===== src/verilog/proc_pkg.sv =====
`default_nettype none

package proc_pkg;

   typedef logic [15:0] word_t;      // Data, address or instruction word
   typedef logic [2:0]  reg_addr_t;
   typedef logic [4:0]  opcode_t;    // Instruction bits 15 to 11
   typedef logic [1:0]  alu_op_t;

   // Opcodes in the supported subset
   localparam opcode_t OP_HALT  = 5'b00000;
   localparam opcode_t OP_NOP   = 5'b00001;
   localparam opcode_t OP_J     = 5'b00100;
   localparam opcode_t OP_ADDI  = 5'b01000;
   localparam opcode_t OP_BEQZ  = 5'b01100;
   localparam opcode_t OP_BNEZ  = 5'b01101;
   localparam opcode_t OP_ST    = 5'b10000;
   localparam opcode_t OP_LD    = 5'b10001;
   localparam opcode_t OP_LBI   = 5'b11000;
   localparam opcode_t OP_RTYPE = 5'b11011;

   // R-format extension bits map straight onto these
   localparam alu_op_t ALU_ADD = 2'b00;
   localparam alu_op_t ALU_SUB = 2'b01;   // rs minus rt
   localparam alu_op_t ALU_XOR = 2'b10;
   localparam alu_op_t ALU_AND = 2'b11;

   localparam word_t NOP_INSTR = {OP_NOP, 11'b0};
   localparam word_t RESET_PC  = 16'h0000;
   localparam word_t PC_STEP   = 16'd2;   // Byte addressed

endpackage

`default_nettype wire


===== src/verilog/pipe_if.sv =====
`timescale 1ns/10ps
`default_nettype none

// Fetch/decode register
interface fd_if;
   logic            valid;
   proc_pkg::word_t instr;
   proc_pkg::word_t pc_next;   // PC of this instruction plus 2

   modport src (output valid, instr, pc_next);
   modport dst (input valid, instr, pc_next);
   modport mon (input valid, instr, pc_next);
endinterface

// Decode/execute register
interface de_if;
   logic                valid;
   proc_pkg::opcode_t   op;
   proc_pkg::alu_op_t   alu_op;
   proc_pkg::word_t     src_a;
   proc_pkg::word_t     src_b;
   proc_pkg::word_t     store_data;
   proc_pkg::word_t     imm;          // Already sign extended
   proc_pkg::word_t     pc_next;
   proc_pkg::reg_addr_t dest;
   logic                reg_write;
   logic                mem_read;
   logic                mem_write;
   logic                branch_z;
   logic                branch_nz;
   logic                jump;
   logic                halt;

   modport src (output valid, op, alu_op, src_a, src_b, store_data, imm, pc_next,
                dest, reg_write, mem_read, mem_write, branch_z, branch_nz, jump, halt);
   modport dst (input valid, op, alu_op, src_a, src_b, store_data, imm, pc_next,
                dest, reg_write, mem_read, mem_write, branch_z, branch_nz, jump, halt);
   modport mon (input valid, op, alu_op, src_a, src_b, store_data, imm, pc_next,
                dest, reg_write, mem_read, mem_write, branch_z, branch_nz, jump, halt);
endinterface

// Execute/memory register
interface em_if;
   logic                valid;
   proc_pkg::word_t     result;       // ALU result or memory address
   proc_pkg::word_t     store_data;
   proc_pkg::reg_addr_t dest;
   logic                reg_write;
   logic                mem_read;
   logic                mem_write;
   logic                halt;

   modport src (output valid, result, store_data, dest, reg_write, mem_read, mem_write, halt);
   modport dst (input valid, result, store_data, dest, reg_write, mem_read, mem_write, halt);
   modport mon (input valid, result, store_data, dest, reg_write, mem_read, mem_write, halt);
endinterface

`default_nettype wire


===== src/verilog/fetch.sv =====
`timescale 1ns/10ps
`default_nettype none

module fetch (
   input  wire                  clk,
   input  wire                  rst,
   input  wire                  stall,
   input  wire                  flush,
   input  wire                  halt_seen,
   input  wire proc_pkg::word_t target,
   input  wire proc_pkg::word_t instruction_f,
   output proc_pkg::word_t      PC,
   fd_if.src                    fd
);

   proc_pkg::word_t pc_plus;

   assign pc_plus = PC + proc_pkg::PC_STEP;

   always_ff @(posedge clk) begin
      if (rst) begin
         PC       <= proc_pkg::RESET_PC;
         fd.valid <= 1'b0;
         fd.instr <= proc_pkg::NOP_INSTR;
      end else if (flush) begin
         PC       <= target;                  // Redirect beats stall
         fd.valid <= 1'b0;
         fd.instr <= proc_pkg::NOP_INSTR;
      end else if (!stall) begin
         if (halt_seen) begin
            fd.valid <= 1'b0;                 // PC frozen, feed bubbles
            fd.instr <= proc_pkg::NOP_INSTR;
         end else begin
            PC       <= pc_plus;
            fd.valid <= 1'b1;
            fd.instr <= instruction_f;
         end
      end
   end

   // Return address only moves with a real fetch
   always_ff @(posedge clk) begin
      if (!stall && !flush && !halt_seen)
         fd.pc_next <= pc_plus;
   end

endmodule

`default_nettype wire


===== src/verilog/regfile.sv =====
`timescale 1ns/10ps
`default_nettype none

module regfile (
   input  wire                      clk,
   input  wire                      rst,
   input  wire proc_pkg::reg_addr_t rd_addr_a,
   input  wire proc_pkg::reg_addr_t rd_addr_b,
   output proc_pkg::word_t          rd_data_a,
   output proc_pkg::word_t          rd_data_b,
   input  wire                      wb_en,
   input  wire proc_pkg::reg_addr_t wb_addr,
   input  wire proc_pkg::word_t     wb_data
);

   proc_pkg::word_t regs [8];

   always_ff @(posedge clk) begin
      if (rst) begin
         for (int i = 0; i < 8; i++)
            regs[i] <= '0;
      end else if (wb_en) begin
         regs[wb_addr] <= wb_data;
      end
   end

   // Writeback value shows up in the same cycle
   assign rd_data_a = (wb_en && wb_addr == rd_addr_a) ? wb_data : regs[rd_addr_a];
   assign rd_data_b = (wb_en && wb_addr == rd_addr_b) ? wb_data : regs[rd_addr_b];

endmodule

`default_nettype wire


===== src/verilog/decode.sv =====
`timescale 1ns/10ps
`default_nettype none

module decode (
   input  wire                      clk,
   input  wire                      rst,
   fd_if.dst                        fd,
   de_if.src                        de,
   input  wire                      stall,
   input  wire                      flush,
   input  wire                      wb_en,
   input  wire proc_pkg::reg_addr_t wb_addr,
   input  wire proc_pkg::word_t     wb_data,
   output proc_pkg::reg_addr_t      rs,
   output proc_pkg::reg_addr_t      rt,
   output logic                     use_rs,
   output logic                     use_rt,
   output logic                     halt_seen,
   output logic                     err
);

   proc_pkg::opcode_t   op;
   proc_pkg::word_t     rd_data_a;
   proc_pkg::word_t     rd_data_b;
   proc_pkg::word_t     imm;
   proc_pkg::reg_addr_t dest;
   proc_pkg::alu_op_t   alu_op;
   logic reg_write, mem_read, mem_write;
   logic branch_z, branch_nz, jump, halt, illegal;
   logic live;      // Valid and not squashed
   logic halt_q;

   assign op   = fd.instr[15:11];
   assign rs   = fd.instr[10:8];
   assign rt   = fd.instr[7:5];
   assign live = fd.valid & ~flush;

   regfile regfile_inst (
      .clk       (clk),
      .rst       (rst),
      .rd_addr_a (rs),
      .rd_addr_b (rt),
      .rd_data_a (rd_data_a),
      .rd_data_b (rd_data_b),
      .wb_en     (wb_en),
      .wb_addr   (wb_addr),
      .wb_data   (wb_data)
   );

   always_comb begin
      dest      = fd.instr[7:5];
      imm       = {{11{fd.instr[4]}}, fd.instr[4:0]};   // imm5 by default
      alu_op    = proc_pkg::ALU_ADD;
      use_rs    = 1'b0;
      use_rt    = 1'b0;
      reg_write = 1'b0;
      mem_read  = 1'b0;
      mem_write = 1'b0;
      branch_z  = 1'b0;
      branch_nz = 1'b0;
      jump      = 1'b0;
      halt      = 1'b0;
      illegal   = 1'b0;
      case (op)
         proc_pkg::OP_HALT: halt = 1'b1;
         proc_pkg::OP_NOP: ;
         proc_pkg::OP_J: begin
            jump = 1'b1;
            imm  = {{5{fd.instr[10]}}, fd.instr[10:0]};
         end
         proc_pkg::OP_ADDI: begin
            use_rs    = 1'b1;
            reg_write = 1'b1;
         end
         proc_pkg::OP_BEQZ, proc_pkg::OP_BNEZ: begin
            use_rs    = 1'b1;
            branch_z  = (op == proc_pkg::OP_BEQZ);
            branch_nz = (op == proc_pkg::OP_BNEZ);
            imm       = {{8{fd.instr[7]}}, fd.instr[7:0]};
         end
         proc_pkg::OP_ST: begin
            use_rs    = 1'b1;
            use_rt    = 1'b1;     // Store data
            mem_write = 1'b1;
         end
         proc_pkg::OP_LD: begin
            use_rs    = 1'b1;
            reg_write = 1'b1;
            mem_read  = 1'b1;
         end
         proc_pkg::OP_LBI: begin
            reg_write = 1'b1;
            dest      = fd.instr[10:8];
            imm       = {{8{fd.instr[7]}}, fd.instr[7:0]};
         end
         proc_pkg::OP_RTYPE: begin
            use_rs    = 1'b1;
            use_rt    = 1'b1;
            reg_write = 1'b1;
            dest      = fd.instr[4:2];
            alu_op    = fd.instr[1:0];
         end
         default: illegal = 1'b1;   // Runs on as a NOP
      endcase
   end

   always_ff @(posedge clk) begin
      if (rst) begin
         err    <= 1'b0;
         halt_q <= 1'b0;
      end else begin
         if (live && illegal)
            err <= 1'b1;
         if (live && halt)
            halt_q <= 1'b1;
      end
   end

   // Freeze fetch from the HALT's own decode cycle on
   assign halt_seen = halt_q | (live & halt);

   always_ff @(posedge clk) begin
      if (rst || stall || !live) begin
         de.valid     <= 1'b0;              // Bubble
         de.reg_write <= 1'b0;
         de.mem_read  <= 1'b0;
         de.mem_write <= 1'b0;
         de.branch_z  <= 1'b0;
         de.branch_nz <= 1'b0;
         de.jump      <= 1'b0;
         de.halt      <= 1'b0;
      end else begin
         de.valid     <= 1'b1;
         de.reg_write <= reg_write;
         de.mem_read  <= mem_read;
         de.mem_write <= mem_write;
         de.branch_z  <= branch_z;
         de.branch_nz <= branch_nz;
         de.jump      <= jump;
         de.halt      <= halt;
      end
   end

   always_ff @(posedge clk) begin
      de.op         <= op;
      de.alu_op     <= alu_op;
      de.src_a      <= rd_data_a;
      de.src_b      <= rd_data_b;
      de.store_data <= rd_data_b;
      de.imm        <= imm;
      de.pc_next    <= fd.pc_next;
      de.dest       <= dest;
   end

endmodule

`default_nettype wire


===== src/verilog/hdu.sv =====
`timescale 1ns/10ps
`default_nettype none

module hdu (
   input  wire proc_pkg::reg_addr_t rs,
   input  wire proc_pkg::reg_addr_t rt,
   input  wire                      use_rs,
   input  wire                      use_rt,
   input  wire                      valid_d,
   de_if.mon                        de,
   em_if.mon                        em,
   output logic                     stall
);

   logic ex_wr;
   logic mem_wr;
   logic rs_hit;
   logic rt_hit;

   // Producers still ahead of the register file
   assign ex_wr  = de.valid & de.reg_write;
   assign mem_wr = em.valid & em.reg_write;

   assign rs_hit = use_rs & ((ex_wr & (de.dest == rs)) | (mem_wr & (em.dest == rs)));
   assign rt_hit = use_rt & ((ex_wr & (de.dest == rt)) | (mem_wr & (em.dest == rt)));

   // Writeback needs no stall, the register file passes it through
   assign stall = valid_d & (rs_hit | rt_hit);

endmodule

`default_nettype wire


===== src/verilog/execute.sv =====
`timescale 1ns/10ps
`default_nettype none

module execute (
   input  wire             clk,
   input  wire             rst,
   de_if.dst               de,
   em_if.src               em,
   output logic            flush,
   output proc_pkg::word_t target
);

   proc_pkg::word_t operand_b;
   proc_pkg::word_t alu_out;
   proc_pkg::word_t result;
   logic            taken;

   // Only R-format reads rt as an operand
   assign operand_b = (de.op == proc_pkg::OP_RTYPE) ? de.src_b : de.imm;

   always_comb begin
      case (de.alu_op)
         proc_pkg::ALU_ADD: alu_out = de.src_a + operand_b;
         proc_pkg::ALU_SUB: alu_out = de.src_a - operand_b;
         proc_pkg::ALU_XOR: alu_out = de.src_a ^ operand_b;
         default:           alu_out = de.src_a & operand_b;
      endcase
   end

   assign result = (de.op == proc_pkg::OP_LBI) ? de.imm : alu_out;

   assign taken = de.jump
                | (de.branch_z  & (de.src_a == '0))
                | (de.branch_nz & (de.src_a != '0));

   assign flush  = de.valid & taken;          // Squashes the two younger slots
   assign target = de.pc_next + de.imm;

   always_ff @(posedge clk) begin
      if (rst) begin
         em.valid     <= 1'b0;
         em.reg_write <= 1'b0;
         em.mem_read  <= 1'b0;
         em.mem_write <= 1'b0;
         em.halt      <= 1'b0;
      end else begin
         em.valid     <= de.valid;
         em.reg_write <= de.reg_write;
         em.mem_read  <= de.mem_read;
         em.mem_write <= de.mem_write;
         em.halt      <= de.halt;
      end
   end

   always_ff @(posedge clk) begin
      em.result     <= result;
      em.store_data <= de.store_data;
      em.dest       <= de.dest;
   end

endmodule

`default_nettype wire


===== src/verilog/memory_wb.sv =====
`timescale 1ns/10ps
`default_nettype none

module memory_wb (
   input  wire                      clk,
   input  wire                      rst,
   em_if.dst                        em,
   output proc_pkg::word_t          mem_addr,
   output proc_pkg::word_t          mem_wdata,
   output logic                     mem_write,
   output logic                     mem_read,
   input  wire proc_pkg::word_t     mem_rdata,
   output logic                     wb_en,
   output proc_pkg::reg_addr_t      wb_addr,
   output proc_pkg::word_t          wb_data,
   output logic                     halted
);

   assign mem_addr  = em.result;
   assign mem_wdata = em.store_data;
   assign mem_write = em.valid & em.mem_write;   // One strobe per ST
   assign mem_read  = em.valid & em.mem_read;

   always_ff @(posedge clk) begin
      if (rst) begin
         wb_en  <= 1'b0;
         halted <= 1'b0;
      end else begin
         wb_en <= em.valid & em.reg_write;
         if (em.valid && em.halt)
            halted <= 1'b1;                       // Sticky until reset
      end
   end

   // Memory is combinational, so load data is ready this cycle
   always_ff @(posedge clk) begin
      wb_addr <= em.dest;
      wb_data <= em.mem_read ? mem_rdata : em.result;
   end

endmodule

`default_nettype wire


===== src/verilog/proc.sv =====
`timescale 1ns/10ps
`default_nettype none

module proc (
   input  wire                  clk,
   input  wire                  rst,
   output wire proc_pkg::word_t PC,
   input  wire proc_pkg::word_t instruction_f,
   output wire proc_pkg::word_t mem_addr,
   output wire proc_pkg::word_t mem_wdata,
   output wire                  mem_write,
   output wire                  mem_read,
   input  wire proc_pkg::word_t mem_rdata,
   output wire                  err,
   output wire                  halted
);

   logic                stall;
   logic                flush;
   logic                halt_seen;
   proc_pkg::word_t     target;
   logic                wb_en;
   proc_pkg::reg_addr_t wb_addr;
   proc_pkg::word_t     wb_data;
   proc_pkg::reg_addr_t rs;
   proc_pkg::reg_addr_t rt;
   logic                use_rs;
   logic                use_rt;

   fd_if fd_bus ();
   de_if de_bus ();
   em_if em_bus ();

   fetch fetch_inst (
      .clk           (clk),
      .rst           (rst),
      .stall         (stall),
      .flush         (flush),
      .halt_seen     (halt_seen),
      .target        (target),
      .instruction_f (instruction_f),
      .PC            (PC),
      .fd            (fd_bus.src)
   );

   decode decode_inst (
      .clk       (clk),
      .rst       (rst),
      .fd        (fd_bus.dst),
      .de        (de_bus.src),
      .stall     (stall),
      .flush     (flush),
      .wb_en     (wb_en),
      .wb_addr   (wb_addr),
      .wb_data   (wb_data),
      .rs        (rs),
      .rt        (rt),
      .use_rs    (use_rs),
      .use_rt    (use_rt),
      .halt_seen (halt_seen),
      .err       (err)
   );

   hdu hdu_inst (
      .rs      (rs),
      .rt      (rt),
      .use_rs  (use_rs),
      .use_rt  (use_rt),
      .valid_d (fd_bus.valid),
      .de      (de_bus.mon),
      .em      (em_bus.mon),
      .stall   (stall)
   );

   execute execute_inst (
      .clk    (clk),
      .rst    (rst),
      .de     (de_bus.dst),
      .em     (em_bus.src),
      .flush  (flush),
      .target (target)
   );

   memory_wb memory_wb_inst (
      .clk       (clk),
      .rst       (rst),
      .em        (em_bus.dst),
      .mem_addr  (mem_addr),
      .mem_wdata (mem_wdata),
      .mem_write (mem_write),
      .mem_read  (mem_read),
      .mem_rdata (mem_rdata),
      .wb_en     (wb_en),
      .wb_addr   (wb_addr),
      .wb_data   (wb_data),
      .halted    (halted)
   );

endmodule

`default_nettype wire


===== config.mk =====
export PLATFORM = sky130hd
export DESIGN_NAME = proc
export DESIGN_NICKNAME = d
export VERILOG_FILES = /design/src/verilog/proc_pkg.sv /design/src/verilog/pipe_if.sv /design/src/verilog/fetch.sv /design/src/verilog/regfile.sv /design/src/verilog/decode.sv /design/src/verilog/hdu.sv /design/src/verilog/execute.sv /design/src/verilog/memory_wb.sv /design/src/verilog/proc.sv
export SDC_FILE = /design/constraint.sdc
export NUM_CORES = 1
export LEC_CHECK = 0
export BUFFER_PORTS_ARGS = -buffer_cell sky130_fd_sc_hd__buf_2
export CORE_ASPECT_RATIO = 2
export CORE_MARGIN = 2
export CORE_UTILIZATION = 38
export DETAILED_ROUTE_END_ITERATION = 16
export HOLD_SLACK_MARGIN = 0.15
export PLACE_DENSITY = 0.55
export SLEW_MARGIN = 20
export SYNTH_ARGS = -nofsm -noshare
export SYNTH_HDL_FRONTEND = slang
export SYNTH_SLANG_ARGS = --single-unit

===== constraint.sdc =====
create_clock -name clk -period 3.8 [get_ports clk]
set_input_delay 0 -clock clk [delete_from_list [all_inputs] [get_ports clk]]
set_output_delay 0 -clock clk [all_outputs]
set_load 0.03 [all_outputs]

==> out/metrics.json <==
{
  "avgViaCountPerCell": {"value": 5.36},
  "dp.final_hpwl": {"value": 33600, "unit": "um"},
  "fin_skew": {"value": 0.0200, "unit": "ns"},
  "status": {"value": "finished clean"},
  "drive_above_1_share": {"value": 20.7, "unit": "%"},
  "synth_async_reset_ratio": {"value": 0, "unit": "%"},
  "chipHeight": {"value": 290, "unit": "um"},
  "hold_violations": {"value": 0},
  "layout.cells.most_common_list": {"value": "177 x sky130_fd_sc_hd__dfxtp_1, 144 x sky130_fd_sc_hd__edfxtp_1, 134 x sky130_fd_sc_hd__and2_1"},
  "gr-total-overflow": {"value": 0},
  "power_density": {"value": 509, "unit": "nW/um2"},
  "layout.nets": {"value": 1541},
  "number_of_synthesized_register_bits": {"value": 323},
  "worst_case_vdd_ir_drop": {"value": 0.353, "unit": "mV"},
  "via_count_of_the_first_global_routing_pass": {"value": 11400},
  "die_area": {"value": 42500, "unit": "um2"},
  "worst_ep_arrival_time": {"value": 3.99, "unit": "ns"},
  "netlist_area": {"value": 15500, "unit": "um2"},
  "yosys.cell_types.count": {"value": 72},
  "drcViolationCount": {"value": 0},
  "crit_type": {"value": "flip-flop to flip-flop"},
  "relSlewSlack": {"value": 27.6, "unit": "%"},
  "insertion_delay": {"value": 0.57, "unit": "ns"},
  "drt-wirelength-per-cell": {"value": 23.0, "unit": "um"},
  "maxCapViolations": {"value": 0},
  "startpoint_type": {"value": "flip-flop"},
  "required": {"value": 4.21, "unit": "ns"},
  "postSynthNetCount": {"value": 1412},
  "final_common_cell": {"value": "sky130_fd_sc_hd__dfxtp_1"},
  "gpl.final_weighted_congestion": {"value": 0.920},
  "setup-violations-final": {"value": 0},
  "synth_top_cells_by_area": {"value": "sky130_fd_sc_hd__edfxtp_1 28%, sky130_fd_sc_hd__dfxtp_1 23%, sky130_fd_sc_hd__mux4_2 9.3%, sky130_fd_sc_hd__and2_1 5.4%, sky130_fd_sc_hd__ha_1 3.7%"},
  "grt.total_usage": {"value": 21.9, "unit": "%"},
  "final_critical_path_setup_slack": {"value": 0.215, "unit": "ns"},
  "timing.critical_path.cells": {"value": "and3b_2, nand2_4, or3_1, o311ai_0, xor2_1, ha_1, a21o_1, or3_1, a41o_1, a41oi_2, o31ai_2, a31o_2, mux2i_1, a31oi_1"},
  "achievable-frequency": {"value": 279, "unit": "MHz"},
  "drt_pre_antenna_iters": {"value": 6},
  "hold_path_class": {"value": "input port to flip-flop"},
  "number_of_antenna_violations_at_the_first_check_in_global_routing": {"value": 0},
  "tightestPinTransition": {"value": 1.09, "unit": "ns"},
  "synth_ff_type": {"value": "sky130_fd_sc_hd__dfxtp_1"},
  "dr_total_vias": {"value": 10800},
  "clk_path_buf_depth": {"value": 3},
  "tritoncts_num_sinks": {"value": 323},
  "clock_tree.htree_level_count": {"value": 1},
  "synth_enable_flop_cells": {"value": 144},
  "rsz_0062_raised_after_global_routing": {"value": "no"},
  "ctsRootBufferMaster": {"value": "sky130_fd_sc_hd__clkbuf_16"},
  "max_stage_delay": {"value": 0.32, "unit": "ns"},
  "crit_fanout": {"value": 9},
  "total_cts_buffers": {"value": 29},
  "fin_crit_sh": {"value": 94.3, "unit": "%"},
  "insertedDiodeCount": {"value": 0},
  "timing.final.max_slew_violations": {"value": 0},
  "floorplan.initialDensity": {"value": 38.5, "unit": "%"},
  "total_number_of_placement_rows": {"value": 104},
  "synth.top_cell.area_share": {"value": 27.9, "unit": "%"},
  "syn-instance-count": {"value": 1330},
  "io_buffer_count": {"value": 85},
  "finalCriticalPeriod": {"value": 3.59, "unit": "ns"},
  "critical_path.slowest_cell": {"value": "sky130_fd_sc_hd__or3_1"},
  "antenna_violating_nets_post_route": {"value": 0},
  "dieWidth": {"value": 147, "unit": "um"},
  "power.static_leakage": {"value": 0.00741, "unit": "uW"},
  "ios": {"value": 86},
  "crit_path_end_kind": {"value": "flip-flop"},
  "clkSlewWorstSetupHoldPaths": {"value": 0.07, "unit": "ns"},
  "pre_cts_slack": {"value": -0.124, "unit": "ns"},
  "drt_wl_total": {"value": 46300, "unit": "um"},
  "grt_start_max_net_pins": {"value": 36},
  "ys.warnings.count": {"value": 0},
  "crit_top_cell": {"value": "sky130_fd_sc_hd__or3_1"},
  "synth_seq_area_share": {"value": 51.0, "unit": "%"},
  "tritoncts": {"value": "done"},
  "layout.core_utilization": {"value": 44.9, "unit": "%"},
  "yosysTopAreaCell": {"value": "sky130_fd_sc_hd__edfxtp_1"},
  "core_area": {"value": 40200, "unit": "um2"},
  "synthesis.area_per_instance": {"value": 11.7, "unit": "um2"},
  "first_pass_grt_wire_length": {"value": 69300, "unit": "um"},
  "syn2layout_area_growth": {"value": 16.5, "unit": "%"},
  "detail_route.iter0.violations": {"value": 467}
}
-- layout make-up --
class / instances / area (um2)
Clock buffer: 42 / 868
Tap cell: 530 / 663
Clock inverter: 11 / 133
Timing Repair Buffer: 170 / 1150
Fill cell: 3756 / 22200
Multi-Input combinational cell: 918 / 7270
Inverter: 17 / 63.8
Sequential cell: 323 / 7910
-- synth_stat cells (3+ instances only) --
library cell	count
sky130_fd_sc_hd__edfxtp_1	144
sky130_fd_sc_hd__xnor2_1	31
sky130_fd_sc_hd__buf_2	9
sky130_fd_sc_hd__o31ai_1	4
sky130_fd_sc_hd__o21ai_0	31
sky130_fd_sc_hd__or4_1	5
sky130_fd_sc_hd__nand4_1	4
sky130_fd_sc_hd__a41o_1	3
sky130_fd_sc_hd__a31oi_1	7
sky130_fd_sc_hd__nand2b_1	14
sky130_fd_sc_hd__or2_2	10
sky130_fd_sc_hd__o21a_1	7
sky130_fd_sc_hd__nand2_1	84
sky130_fd_sc_hd__nor4_1	12
sky130_fd_sc_hd__a22oi_1	19
sky130_fd_sc_hd__xor2_1	45
sky130_fd_sc_hd__and3_1	11
sky130_fd_sc_hd__o31a_1	4
sky130_fd_sc_hd__clkbuf_1	45
sky130_fd_sc_hd__inv_1	17
sky130_fd_sc_hd__mux4_2	64
sky130_fd_sc_hd__and2_1	134
sky130_fd_sc_hd__o211ai_1	5
sky130_fd_sc_hd__dfxtp_1	179
sky130_fd_sc_hd__nand3_1	9
sky130_fd_sc_hd__nor3_1	16
sky130_fd_sc_hd__ha_1	46
sky130_fd_sc_hd__nor2_1	107
sky130_fd_sc_hd__buf_1	12
sky130_fd_sc_hd__o21bai_1	3
sky130_fd_sc_hd__buf_4	4
sky130_fd_sc_hd__mux2_2	22
sky130_fd_sc_hd__nor2b_1	13
sky130_fd_sc_hd__mux2i_1	49
sky130_fd_sc_hd__or3_1	11
sky130_fd_sc_hd__a211oi_1	13
sky130_fd_sc_hd__o22ai_1	4
sky130_fd_sc_hd__a21oi_1	69
sky130_fd_sc_hd__a21o_1	19
sky130_fd_sc_hd__a211o_1	3
-- state kept, by name, indices dropped and copies added, names as in the netlist, 2 cells and up, named ones only --
name,cells
decode_inst.de.alu_op,2
decode_inst.de.dest,3
decode_inst.de.op,5
memory_wb_inst.wb_addr,3
decode_inst.de.pc_next,16
decode_inst.de.src_a,16
fetch_inst.PC,16
fetch_inst.fd.pc_next,16
decode_inst.de.imm,11
memory_wb_inst.wb_data,16
execute_inst.em.result,16
decode_inst.regfile_inst.regs,128
decode_inst.de.src_b,16
execute_inst.em.dest,3
execute_inst.em.store_data,16
fetch_inst.fd.instr,16
-- final timing paths --
path,from,end,slack [ns],depth (start not counted)
worst max register to register,decode_inst.de.op[2],execute_inst.em.result[15],0.21,14
worst min register to register,fetch_inst.fd.pc_next[4],decode_inst.de.pc_next[4],0.34,0
worst max-delay path,decode_inst.de.op[2],execute_inst.em.result[15],0.21,14
worst min-delay path,mem_rdata[1],memory_wb_inst.wb_data[1],0.20,3
-- kinds of logic (layout without fill, tap and decap cells) --
group           Yosys count  count (layout)  share of synthesized area, %
flops                   323             323                          51.0
mux                     135             135                          14.1
buf+inv                  89             240                          2.42
simple gates            446             446                          15.1
xor+xnor                 76              76                          4.30
compound gates          213             213                          9.07
fa+ha+maj                48              48                          3.97
-- metrics by stage --
stage                     cells  total power, uW  hold slack (ns)  TNS (ns)  instance area (um2)
after floorplan            1330             5400            0.128         0                15500
after global placement     1924             6100            0.217         0                16700
after detailed placement   1924             6120            0.230    -0.305                16700
after CTS                  2010             9250            0.167         0                18000
after global routing       2011             9550            0.206         0                18100
final                      2011             9200            0.196         0                18100
-- worst max-delay path, delay by kind of cell, from the launching register on --
kind            cells  cell delay [ns]
flops               1             0.30
fa+ha+maj           1             0.31
xor+xnor            1             0.24
mux                 1             0.14
simple gates        4             1.05
compound gates      7             1.36
-- report_power, final --
group | leakage [uW] | internal, uW | switching [uW]
Combinational | 0.00391 | 689 | 956
Sequential | 0.00299 | 3980 | 467
Clock | 0.000502 | 1790 | 1320
Total | 0.00741 | 6450 | 2740
-- per-layer routing --
| metal | vias up | global-route usage, % | wire length (um) | share of wire, % |
|---|---|---|---|---|
| li1 | 5093 | - | - | - |
| met1 | 5369 | 20.6 | 15500 | 34 |
| met2 | 209 | 45.9 | 27300 | 59 |
| met3 | 104 | 1.95 | 1080 | 2.3 |
| met4 | 0 | 11.0 | 2440 | 5.3 |
| met5 | - | 0 | 0 | 0 |
-- what timing repair did --
action / in CTS / in global routing
cloned: 0 / 0
setup buffers: 0 / 1
pin swaps: 1 / 5
hold buffers: 33 / 0
setup endpoints to repair: 3 / 5
resized for setup: 2 / 7
hold endpoints to repair: 60 / 0
No activity file was read; power rests on OpenSTA's default activity.
